==> config.mk <==
export PLATFORM = sky130hd
export DESIGN_NAME = led_matrix_top
export DESIGN_NICKNAME = d
export VERILOG_FILES = /design/src/led_matrix_pkg.sv /design/src/uart_rx.sv /design/src/command_decoder.sv /design/src/framebuffer_ram.sv /design/src/framebuffer_fetch.sv /design/src/subpanel_shader.sv /design/src/matrix_scan.sv /design/src/led_matrix_top.sv
export SDC_FILE = /design/constraint.sdc
export NUM_CORES = 2
export LEC_CHECK = 0
export ABC_AREA = 1
export BUFFER_PORTS_ARGS = -buffer_cell sky130_fd_sc_hd__buf_2
export CORE_UTILIZATION = 65
export CTS_CLUSTER_DIAMETER = 200
export DETAILED_ROUTE_END_ITERATION = 8
export HOLD_SLACK_MARGIN = 0.05
export PLACE_DENSITY = 0.81
export SLEW_MARGIN = 25
export SYNTH_ARGS = -nofsm -noshare
export SYNTH_HDL_FRONTEND = slang
export SYNTH_HIERARCHICAL = 1
export SYNTH_SLANG_ARGS = --single-unit
==> constraint.sdc <==
create_clock -name clk_root -period 4.97 [get_ports clk_root]
set_clock_uncertainty 0.15 [all_clocks]
set_input_delay 0.2485 -clock clk_root [delete_from_list [all_inputs] [get_ports clk_root]]
set_output_delay 0.2485 -clock clk_root [all_outputs]
set_load 0.005 [all_outputs]
==> src/led_matrix_pkg.sv <==
`default_nettype none

package led_matrix_pkg;

    // panel geometry
    localparam int PANEL_WIDTH   = 16;
    localparam int PANEL_HEIGHT  = 8;
    localparam int HALF_HEIGHT   = PANEL_HEIGHT / 2;  // rows per subpanel
    localparam int NUM_SUBPANELS = PANEL_HEIGHT / HALF_HEIGHT;

    // brightness and serial timing
    localparam int PLANES         = 4;  // bits per colour channel
    localparam int BASE_ON_CYCLES = 8;  // lit time of plane 0
    localparam int CLKS_PER_BIT   = 8;
    localparam int FB_ADDR_BITS   = 8;

    localparam int COL_BITS     = $clog2(PANEL_WIDTH);
    localparam int ROW_BITS     = $clog2(HALF_HEIGHT);
    localparam int PLANE_BITS   = $clog2(PLANES);
    localparam int RD_ADDR_BITS = ROW_BITS + COL_BITS;

    // ram + fetch + shader + panel register
    localparam int FETCH_LEAD    = 4;
    localparam int SHIFT_CYCLES  = 2 * PANEL_WIDTH + FETCH_LEAD;
    localparam int SCAN_CNT_BITS = $clog2(BASE_ON_CYCLES << (PLANES - 1)) + 1;

    typedef struct packed {
        logic [3:0] unused;
        logic [3:0] red;
        logic [3:0] green;
        logic [3:0] blue;
    } pixel_t;  // rgb444, high byte is {unused, red}

    typedef struct packed {
        pixel_t top;
        pixel_t bottom;
    } pixel_pair_t;

    typedef struct packed {
        logic r;
        logic g;
        logic b;
    } rgb_bits_t;

    typedef struct packed {
        logic                    cyc;
        logic                    stb;
        logic                    we;
        logic [FB_ADDR_BITS-1:0] adr;
        logic [7:0]              dat;
    } wb_req_t;

    typedef enum logic [7:0] {
        OP_PIXEL  = 8'h50,
        OP_ENABLE = 8'h45
    } opcode_e;

    typedef enum logic [1:0] {
        SHIFT,
        BLANK,
        LATCH,
        SHOW
    } scan_state_e;

endpackage

`default_nettype wire

==> src/uart_rx.sv <==
`timescale 1ns/1ps
`default_nettype none

module uart_rx (
    input  wire logic       clk_root,
    input  wire logic       arst_n,
    input  wire logic       rx,
    output logic      [7:0] byte_data,
    output logic            byte_valid
);
    import led_matrix_pkg::*;

    localparam int CNT_BITS = $clog2(CLKS_PER_BIT);

    logic                rx_meta;
    logic                rx_sync;
    logic                busy;
    logic [CNT_BITS-1:0] clk_cnt;
    logic [3:0]          bit_idx;  // 0 start, 1..8 data, 9 stop

    always_ff @(posedge clk_root or negedge arst_n) begin
        if (!arst_n) begin
            rx_meta <= 1'b1;  // line idles high
            rx_sync <= 1'b1;
        end else begin
            rx_meta <= rx;
            rx_sync <= rx_meta;
        end
    end

    always_ff @(posedge clk_root or negedge arst_n) begin
        if (!arst_n) begin
            busy       <= 1'b0;
            clk_cnt    <= '0;
            bit_idx    <= '0;
            byte_valid <= 1'b0;
        end else begin
            byte_valid <= 1'b0;
            if (!busy) begin
                if (!rx_sync) begin
                    busy    <= 1'b1;
                    clk_cnt <= CNT_BITS'(CLKS_PER_BIT / 2 - 1);  // aim for mid start bit
                    bit_idx <= '0;
                end
            end else if (clk_cnt != '0) begin
                clk_cnt <= clk_cnt - 1'b1;
            end else begin
                clk_cnt <= CNT_BITS'(CLKS_PER_BIT - 1);
                bit_idx <= bit_idx + 1'b1;
                if (bit_idx == 4'd0) begin
                    if (rx_sync)
                        busy <= 1'b0;  // glitch, not a start bit
                end else if (bit_idx == 4'd9) begin
                    busy       <= 1'b0;
                    byte_valid <= rx_sync;  // bad stop bit drops the frame
                end
            end
        end
    end

    // lsb first, shifted in from the top
    always_ff @(posedge clk_root) begin
        if (busy && clk_cnt == '0 && bit_idx != 4'd0 && bit_idx != 4'd9)
            byte_data <= {rx_sync, byte_data[7:1]};
    end

endmodule

`default_nettype wire

==> src/command_decoder.sv <==
`timescale 1ns/1ps
`default_nettype none

module command_decoder (
    input  wire logic                     clk_root,
    input  wire logic                     arst_n,
    input  wire logic               [7:0] byte_data,
    input  wire logic                     byte_valid,
    output led_matrix_pkg::wb_req_t       wb,
    input  wire logic                     wb_ack,
    output led_matrix_pkg::rgb_bits_t     rgb_enable,
    output logic [led_matrix_pkg::PLANES-1:0] plane_enable
);
    import led_matrix_pkg::*;

    opcode_e                 opcode;
    logic [2:0]              arg_cnt;  // 0 means waiting for an opcode
    logic [7:0]              x_q;
    logic [7:0]              y_q;
    logic [7:0]              hi_q;
    logic [7:0]              lo_q;
    logic                    lo_pend;  // low byte write still to go
    logic [FB_ADDR_BITS-1:0] base_adr;

    assign base_adr = FB_ADDR_BITS'((y_q * PANEL_WIDTH + x_q) * 2);

    always_ff @(posedge clk_root or negedge arst_n) begin
        if (!arst_n) begin
            opcode       <= OP_PIXEL;
            arg_cnt      <= '0;
            wb           <= '0;
            lo_pend      <= 1'b0;
            rgb_enable   <= '1;  // full colour until told otherwise
            plane_enable <= '1;
        end else begin
            // wishbone side, one byte write at a time
            if (wb.cyc && wb_ack) begin
                wb.cyc <= 1'b0;
                wb.stb <= 1'b0;
                wb.we  <= 1'b0;
            end else if (!wb.cyc && lo_pend) begin
                wb.cyc    <= 1'b1;
                wb.stb    <= 1'b1;
                wb.we     <= 1'b1;
                wb.adr[0] <= 1'b1;  // low byte of the same word
                wb.dat    <= lo_q;
                lo_pend   <= 1'b0;
            end

            if (byte_valid) begin
                if (arg_cnt == '0) begin
                    if (byte_data == OP_PIXEL || byte_data == OP_ENABLE) begin
                        opcode  <= opcode_e'(byte_data);
                        arg_cnt <= 3'd1;
                    end
                end else begin
                    arg_cnt <= arg_cnt + 1'b1;
                    case (opcode)
                        OP_ENABLE: begin
                            rgb_enable   <= rgb_bits_t'(byte_data[2:0]);
                            plane_enable <= byte_data[4 +: PLANES];
                            arg_cnt      <= '0;
                        end
                        default: begin  // OP_PIXEL: x, y, hi, lo
                            case (arg_cnt)
                                3'd1: x_q <= byte_data;
                                3'd2: y_q <= byte_data;
                                3'd3: hi_q <= byte_data;
                                default: begin
                                    wb      <= '{cyc: 1'b1, stb: 1'b1, we: 1'b1,
                                                 adr: base_adr, dat: hi_q};
                                    lo_q    <= byte_data;
                                    lo_pend <= 1'b1;
                                    arg_cnt <= '0;
                                end
                            endcase
                        end
                    endcase
                end
            end
        end
    end

endmodule

`default_nettype wire

==> src/framebuffer_ram.sv <==
`timescale 1ns/1ps
`default_nettype none

module framebuffer_ram (
    input  wire logic                        clk_root,
    input  wire logic                        arst_n,
    input  wire led_matrix_pkg::wb_req_t     wb,
    output logic                             wb_ack,
    input  wire logic [led_matrix_pkg::RD_ADDR_BITS-1:0] rd_addr,
    output led_matrix_pkg::pixel_pair_t      rd_data
);
    import led_matrix_pkg::*;

    localparam int WORDS = HALF_HEIGHT * PANEL_WIDTH;

    logic [15:0]             mem_top [WORDS];
    logic [15:0]             mem_bot [WORDS];
    logic [RD_ADDR_BITS-1:0] wr_word;  // row and column inside a bank
    logic                    wr_en;

    assign wr_word = wb.adr[RD_ADDR_BITS:1];
    assign wr_en   = wb.cyc && wb.stb && wb.we && !wb_ack;

    initial begin
        for (int i = 0; i < WORDS; i++) begin
            mem_top[i] = '0;
            mem_bot[i] = '0;
        end
    end

    // one ack per request, the cycle after cyc and stb are seen
    always_ff @(posedge clk_root or negedge arst_n) begin
        if (!arst_n)
            wb_ack <= 1'b0;
        else
            wb_ack <= wb.cyc && wb.stb && !wb_ack;
    end

    always_ff @(posedge clk_root) begin
        if (wr_en) begin
            if (!wb.adr[FB_ADDR_BITS-1]) begin  // top bit of y picks the bank
                if (!wb.adr[0]) mem_top[wr_word][15:8] <= wb.dat;
                else            mem_top[wr_word][7:0]  <= wb.dat;
            end else begin
                if (!wb.adr[0]) mem_bot[wr_word][15:8] <= wb.dat;
                else            mem_bot[wr_word][7:0]  <= wb.dat;
            end
        end
        rd_data.top    <= mem_top[rd_addr];
        rd_data.bottom <= mem_bot[rd_addr];
    end

endmodule

`default_nettype wire

==> src/framebuffer_fetch.sv <==
`timescale 1ns/1ps
`default_nettype none

module framebuffer_fetch (
    input  wire logic                                    clk_root,
    input  wire logic                                    arst_n,
    input  wire logic                                    rd_req_valid,
    input  wire logic [led_matrix_pkg::COL_BITS-1:0]     rd_col,
    input  wire logic [led_matrix_pkg::ROW_BITS-1:0]     rd_row,
    output logic      [led_matrix_pkg::RD_ADDR_BITS-1:0] rd_addr,
    input  wire led_matrix_pkg::pixel_pair_t             rd_data,
    output led_matrix_pkg::pixel_pair_t                  pair,
    output logic                                         pair_valid
);
    import led_matrix_pkg::*;

    logic ram_valid;  // ram output holds a requested column

    assign rd_addr = {rd_row, rd_col};

    always_ff @(posedge clk_root or negedge arst_n) begin
        if (!arst_n) begin
            ram_valid  <= 1'b0;
            pair_valid <= 1'b0;
        end else begin
            ram_valid  <= rd_req_valid;
            pair_valid <= ram_valid;
        end
    end

    // a new column may land every cycle
    always_ff @(posedge clk_root) begin
        if (ram_valid)
            pair <= rd_data;
    end

endmodule

`default_nettype wire

==> src/subpanel_shader.sv <==
`timescale 1ns/1ps
`default_nettype none

module subpanel_shader (
    input  wire logic                                  clk_root,
    input  wire logic                                  arst_n,
    input  wire led_matrix_pkg::pixel_t                pixel,
    input  wire logic [led_matrix_pkg::PLANE_BITS-1:0] plane,
    input  wire led_matrix_pkg::rgb_bits_t             rgb_enable,
    input  wire logic [led_matrix_pkg::PLANES-1:0]     plane_enable,
    output led_matrix_pkg::rgb_bits_t                  rgb
);
    import led_matrix_pkg::*;

    logic plane_on;

    assign plane_on = plane_enable[plane];

    always_ff @(posedge clk_root or negedge arst_n) begin
        if (!arst_n) begin
            rgb <= '0;
        end else begin
            rgb.r <= pixel.red[plane]   & rgb_enable.r & plane_on;
            rgb.g <= pixel.green[plane] & rgb_enable.g & plane_on;
            rgb.b <= pixel.blue[plane]  & rgb_enable.b & plane_on;
        end
    end

endmodule

`default_nettype wire

==> src/matrix_scan.sv <==
`timescale 1ns/1ps
`default_nettype none

module matrix_scan (
    input  wire logic                                  clk_root,
    input  wire logic                                  arst_n,
    output logic                                       rd_req_valid,
    output logic [led_matrix_pkg::COL_BITS-1:0]        rd_col,
    output logic [led_matrix_pkg::ROW_BITS-1:0]        rd_row,
    output logic [led_matrix_pkg::PLANE_BITS-1:0]      plane,
    input  wire logic                                  pair_valid,
    input  wire led_matrix_pkg::rgb_bits_t             rgb_top,
    input  wire led_matrix_pkg::rgb_bits_t             rgb_bottom,
    output logic                                       pixel_clk,
    output logic                                       latch,
    output logic                                       oe,
    output logic [led_matrix_pkg::ROW_BITS-1:0]        row_addr,
    output led_matrix_pkg::rgb_bits_t                  panel_rgb_top,
    output led_matrix_pkg::rgb_bits_t                  panel_rgb_bottom
);
    import led_matrix_pkg::*;

    scan_state_e              state;
    logic [SCAN_CNT_BITS-1:0] cnt;
    logic [ROW_BITS-1:0]      row_q;
    logic [SCAN_CNT_BITS-1:0] on_cycles;
    logic                     rgb_valid;  // shader output is a requested column

    assign on_cycles = SCAN_CNT_BITS'(BASE_ON_CYCLES) << plane;

    // requests on even counts, two slots ahead of the pins
    assign rd_req_valid = state == SHIFT && cnt < SCAN_CNT_BITS'(2 * PANEL_WIDTH) && !cnt[0];
    assign rd_col       = cnt[COL_BITS:1];
    assign rd_row       = row_q;

    assign pixel_clk = state == SHIFT && cnt >= SCAN_CNT_BITS'(FETCH_LEAD) && cnt[0];
    assign latch     = state == LATCH;
    assign oe        = state == SHOW;

    always_ff @(posedge clk_root or negedge arst_n) begin
        if (!arst_n) begin
            state    <= SHIFT;
            cnt      <= '0;
            plane    <= '0;
            row_q    <= '0;
            row_addr <= '0;
        end else begin
            case (state)
                SHIFT: begin
                    if (cnt == SCAN_CNT_BITS'(SHIFT_CYCLES - 1)) begin
                        state <= BLANK;
                        cnt   <= '0;
                    end else begin
                        cnt <= cnt + 1'b1;
                    end
                end
                BLANK: begin
                    state    <= LATCH;
                    row_addr <= row_q;  // settles with the latch pulse
                end
                LATCH: state <= SHOW;
                default: begin  // SHOW
                    if (cnt == on_cycles - 1'b1) begin
                        state <= SHIFT;
                        cnt   <= '0;
                        if (plane == PLANE_BITS'(PLANES - 1)) begin
                            plane <= '0;
                            row_q <= (row_q == ROW_BITS'(HALF_HEIGHT - 1)) ? '0 : row_q + 1'b1;
                        end else begin
                            plane <= plane + 1'b1;
                        end
                    end else begin
                        cnt <= cnt + 1'b1;
                    end
                end
            endcase
        end
    end

    // colour bits land three cycles after the request, held for the whole slot
    always_ff @(posedge clk_root or negedge arst_n) begin
        if (!arst_n) begin
            rgb_valid        <= 1'b0;
            panel_rgb_top    <= '0;
            panel_rgb_bottom <= '0;
        end else begin
            rgb_valid <= pair_valid;
            if (rgb_valid) begin
                panel_rgb_top    <= rgb_top;
                panel_rgb_bottom <= rgb_bottom;
            end
        end
    end

endmodule

`default_nettype wire

==> src/led_matrix_top.sv <==
`timescale 1ns/1ps
`default_nettype none

module led_matrix_top (
    input  wire logic                                clk_root,
    input  wire logic                                arst_n,
    input  wire logic                                rx,
    output logic                                     pixel_clk,
    output logic                                     latch,
    output logic                                     oe,
    output logic [led_matrix_pkg::ROW_BITS-1:0]      row_addr,
    output led_matrix_pkg::rgb_bits_t                rgb_top,
    output led_matrix_pkg::rgb_bits_t                rgb_bottom
);
    import led_matrix_pkg::*;

    logic [7:0]              byte_data;
    logic                    byte_valid;
    wb_req_t                 wb;
    logic                    wb_ack;
    rgb_bits_t               rgb_enable;
    logic [PLANES-1:0]       plane_enable;
    logic                    rd_req_valid;
    logic [COL_BITS-1:0]     rd_col;
    logic [ROW_BITS-1:0]     rd_row;
    logic [RD_ADDR_BITS-1:0] rd_addr;
    pixel_pair_t             rd_data;
    pixel_pair_t             pair;
    logic                    pair_valid;
    logic [PLANE_BITS-1:0]   plane;

    pixel_t    [NUM_SUBPANELS-1:0] sub_pixel;  // top pixel sits in the upper half
    rgb_bits_t [NUM_SUBPANELS-1:0] sub_rgb;    // index 0 is the top subpanel

    assign sub_pixel = pair;

    uart_rx u_uart_rx (
        .clk_root, .arst_n, .rx,
        .byte_data, .byte_valid
    );

    command_decoder u_decoder (
        .clk_root, .arst_n, .byte_data, .byte_valid,
        .wb, .wb_ack, .rgb_enable, .plane_enable
    );

    framebuffer_ram u_fb_ram (
        .clk_root, .arst_n, .wb, .wb_ack,
        .rd_addr, .rd_data
    );

    framebuffer_fetch u_fetch (
        .clk_root, .arst_n, .rd_req_valid, .rd_col, .rd_row,
        .rd_addr, .rd_data, .pair, .pair_valid
    );

    for (genvar i = 0; i < NUM_SUBPANELS; i++) begin : g_shader
        subpanel_shader u_shader (
            .clk_root, .arst_n,
            .pixel       (sub_pixel[NUM_SUBPANELS-1-i]),
            .plane, .rgb_enable, .plane_enable,
            .rgb         (sub_rgb[i])
        );
    end

    matrix_scan u_scan (
        .clk_root, .arst_n, .rd_req_valid, .rd_col, .rd_row, .plane, .pair_valid,
        .rgb_top          (sub_rgb[0]),
        .rgb_bottom       (sub_rgb[1]),
        .pixel_clk, .latch, .oe, .row_addr,
        .panel_rgb_top    (rgb_top),
        .panel_rgb_bottom (rgb_bottom)
    );

endmodule

`default_nettype wire

==> summary.md <==
| Metric | Value |
|---|---|
| Initial antenna violation count | `0` |
| Critical path type | `reg2reg` |
| Avg WL per Cell | `24.3 um` |
| DIE AREA | `109000 sq um` |
| Fin Setup TNS | `0 ns` |
| Clk sinks | `1698` |
| CTS Buf Count | `164` |
| Cell Chain, Critical Path | `nand2_1 > nor3b_2 > nand3_4 > buf_4 > nor2_1` |
| Cell family with the largest share of critical-path delay | `simple AND/OR/NAND/NOR gates` |
| GPL Wtd Cong | `0.898` |
| Area added between synthesis and finish | `7.83%` |
| Post-Syn Area | `70200 sq um` |
| RSZ-0062 raised after global routing | `no` |
| Tmin final | `3.68 ns` |
| Core area | `107000 sq um` |
| Actual slew at the worst max-slew pin | `1.08 ns` |
| Initial DRT Pass Iterations | `9` |
| GRT overflow | `0` |
| Max-Cap Viols | `0` |
| CP arrival | `3.90 ns` |
| Initial detailed-routing violation count | `7724` |
| Via density | `6.40` |
| Most common cell after layout, fill and taps aside | `nand2_1` |
| Core Rows | `120` |
| Area occupied by multi-input gates | `16900 sq um` |
| Clock Path Buffers | `3` |
| Most frequent cells in the layout | `1934 x nand2_1, 1594 x edfxtp_1, 1474 x nand3_1` |
| HPWL Detailed | `103000 um` |
| Pleak | `0.0256 uW` |
| Number of synthesis warnings | `6` |
| Required time of the critical path | `5.19 ns` |
| Mapped Nets | `6159` |
| Levels on crit path | `5` |
| Max stage delay on crit path | `0.85 ns` |
| Register area | `50400 sq um` |
| IO Port Bufs | `13` |
| CP Buf/Inv Count | `1` |
| WL final | `181000 um` |
| R2R setup slack | `1.29 ns` |
| Share of post-route cells with drive strength above 1 | `0.0679` |
| IO Pins | `14` |
| # fillers | `6785` |
| Final std cells w/o fill | `7444` |
| Total count of hold-check failures in the final report | `0` |
| Relative slew slack | `0.277` |
| Placed cells | `7137` |
| Status | `finished clean` |
| F_max | `272 MHz` |
| Largest net degree at the start of global routing | `181` |
| Crit-path slowest cell | `nor2_1` |
| Peak supply drop | `334 uV` |
| Reg2reg path depth | `5` |
| Final nets | `5930` |
| Hold Crit Class | `in2async` |
| Die width | `331 um` |
| Number of diodes | `0` |
| Setup crit end | `u_fb_ram/mem_top[40][4]$_DFFE_PP_` |
| R2R Path End | `u_fb_ram/mem_top[40][4]$_DFFE_PP_` |
| Initial Utilization | `0.656` |
| Tcrit/Tclk final | `0.741` |
| Clk Latency, worst-skew pair | `0.77 ns` |
| H-Tree Depth | `4` |
| Pwr Density | `368 nW/um^2` |
| Clock-pin slew on the worst setup and hold paths | `0.06 ns` |
| Die height | `331 um` |
| GRT Total Usage | `0.330` |
| Vias in the first global route | `45200` |
| Post-CTS Setup Repair Bufs | `0` |
| Root buf cell | `clkbuf_16` |
| Setup-failing EPs final | `0` |
| ANT nets after route | `0` |
| CP Launch Point | `u_decoder/wb[18]$_DFF_PN0_` |
| Fin. max-slew vios | `0` |
| Syn_area_per_cell | `11.5 sq um` |
| TritonCTS clock tree | `done` |
| First-pass GRT wire length | `269000 um` |
| DRC | `0` |
| CP endpoint kind | `register` |
| Worst R2R Start | `u_decoder/wb[18]$_DFF_PN0_` |
| Via count | `47700` |
| Critical path launch point type | `register` |
| Post-Synthesis Cells | `6133` |
| Worst-path fanout max | `33` |
## layout make-up
type / instances / area share
Inverter: 123 / 0.00668
Multi-Input combinational cell: 3823 / 0.223
Tap cell: 1403 / 0.0232
Clock inverter: 76 / 0.00808
Sequential cell: 1698 / 0.666
Timing Repair Buffer: 94 / 0.0124
Clock buffer: 227 / 0.0613
## report_power, final
part           internal (uW)  switching, uW
Combinational           50.8            101
Clock                   6950           5230
Sequential             15500           49.2
Total                  22500           5380
## through the flow
| step | worst slack, ns | hold WS (ns) | power (uW) | utilization | instance area, sq um |
|---|---|---|---|---|---|
| after floorplan | 0.833 | -0.197 | 15900 | - | 70200 |
| after global placement | 1.47 | -0.00987 | 15900 | 0.658 | 70400 |
| after detailed placement | 1.43 | -0.00867 | 16000 | 0.658 | 70400 |
| after CTS | 1.39 | 0.113 | 27900 | 0.707 | 75700 |
| after global routing | 1.24 | 0.177 | 28400 | 0.707 | 75700 |
| final | 1.29 | 0.0820 | 27800 | 0.707 | 75700 |
## flip-flops by register name, indices dropped and copies added (netlist names), 7 cells and up
signal	flops
u_fb_ram/mem_top	768
u_fetch/pair	24
u_scan/cnt	7
u_fb_ram/rd_data	24
u_decoder/opcode	8
u_decoder/wb	19
u_decoder/lo_q	8
u_decoder/x_q	7
u_uart_rx/byte_data	8
u_fb_ram/mem_bot	768
u_decoder/hi_q	8
## worst reg2reg max path, delay by kind of cell (launching register included)
family,cells,cell delay (ns)
AND/OR/NAND/NOR,4,2.14
flip-flops,1,0.40
buffers and inverters,1,0.60
## routing by layer
layer,global-route usage,share of wire,vias to the layer above
li1,-,-,20800
met5,0,0,-
met4,0.155,0.050,0
met3,0.0752,0.13,556
met2,0.510,0.47,3617
met1,0.449,0.35,22700
## timing repair
item                      4_1_cts  5_1_grt
hold buffers                    4        0
hold endpoints to repair       75        0
resized for setup               0        0
## worst min path at each step
stage,start,to,cells after the start
2_1_floorplan,arst_n,g_shader[0].u_shader/rgb[0]$_DFF_PN0_,0
3_3_place_gp,arst_n,u_decoder/opcode[3]$_DFFE_PN0P_,1
3_5_place_dp,arst_n,u_decoder/opcode[1]$_DFFE_PN0P_,1
4_1_cts,arst_n,u_decoder/opcode[2]$_DFFE_PN0P_,3
5_1_grt,arst_n,u_decoder/opcode[2]$_DFFE_PN0P_,3
6_report,arst_n,u_decoder/opcode[2]$_DFFE_PN0P_,3
Power figures use the tool's default switching activity.
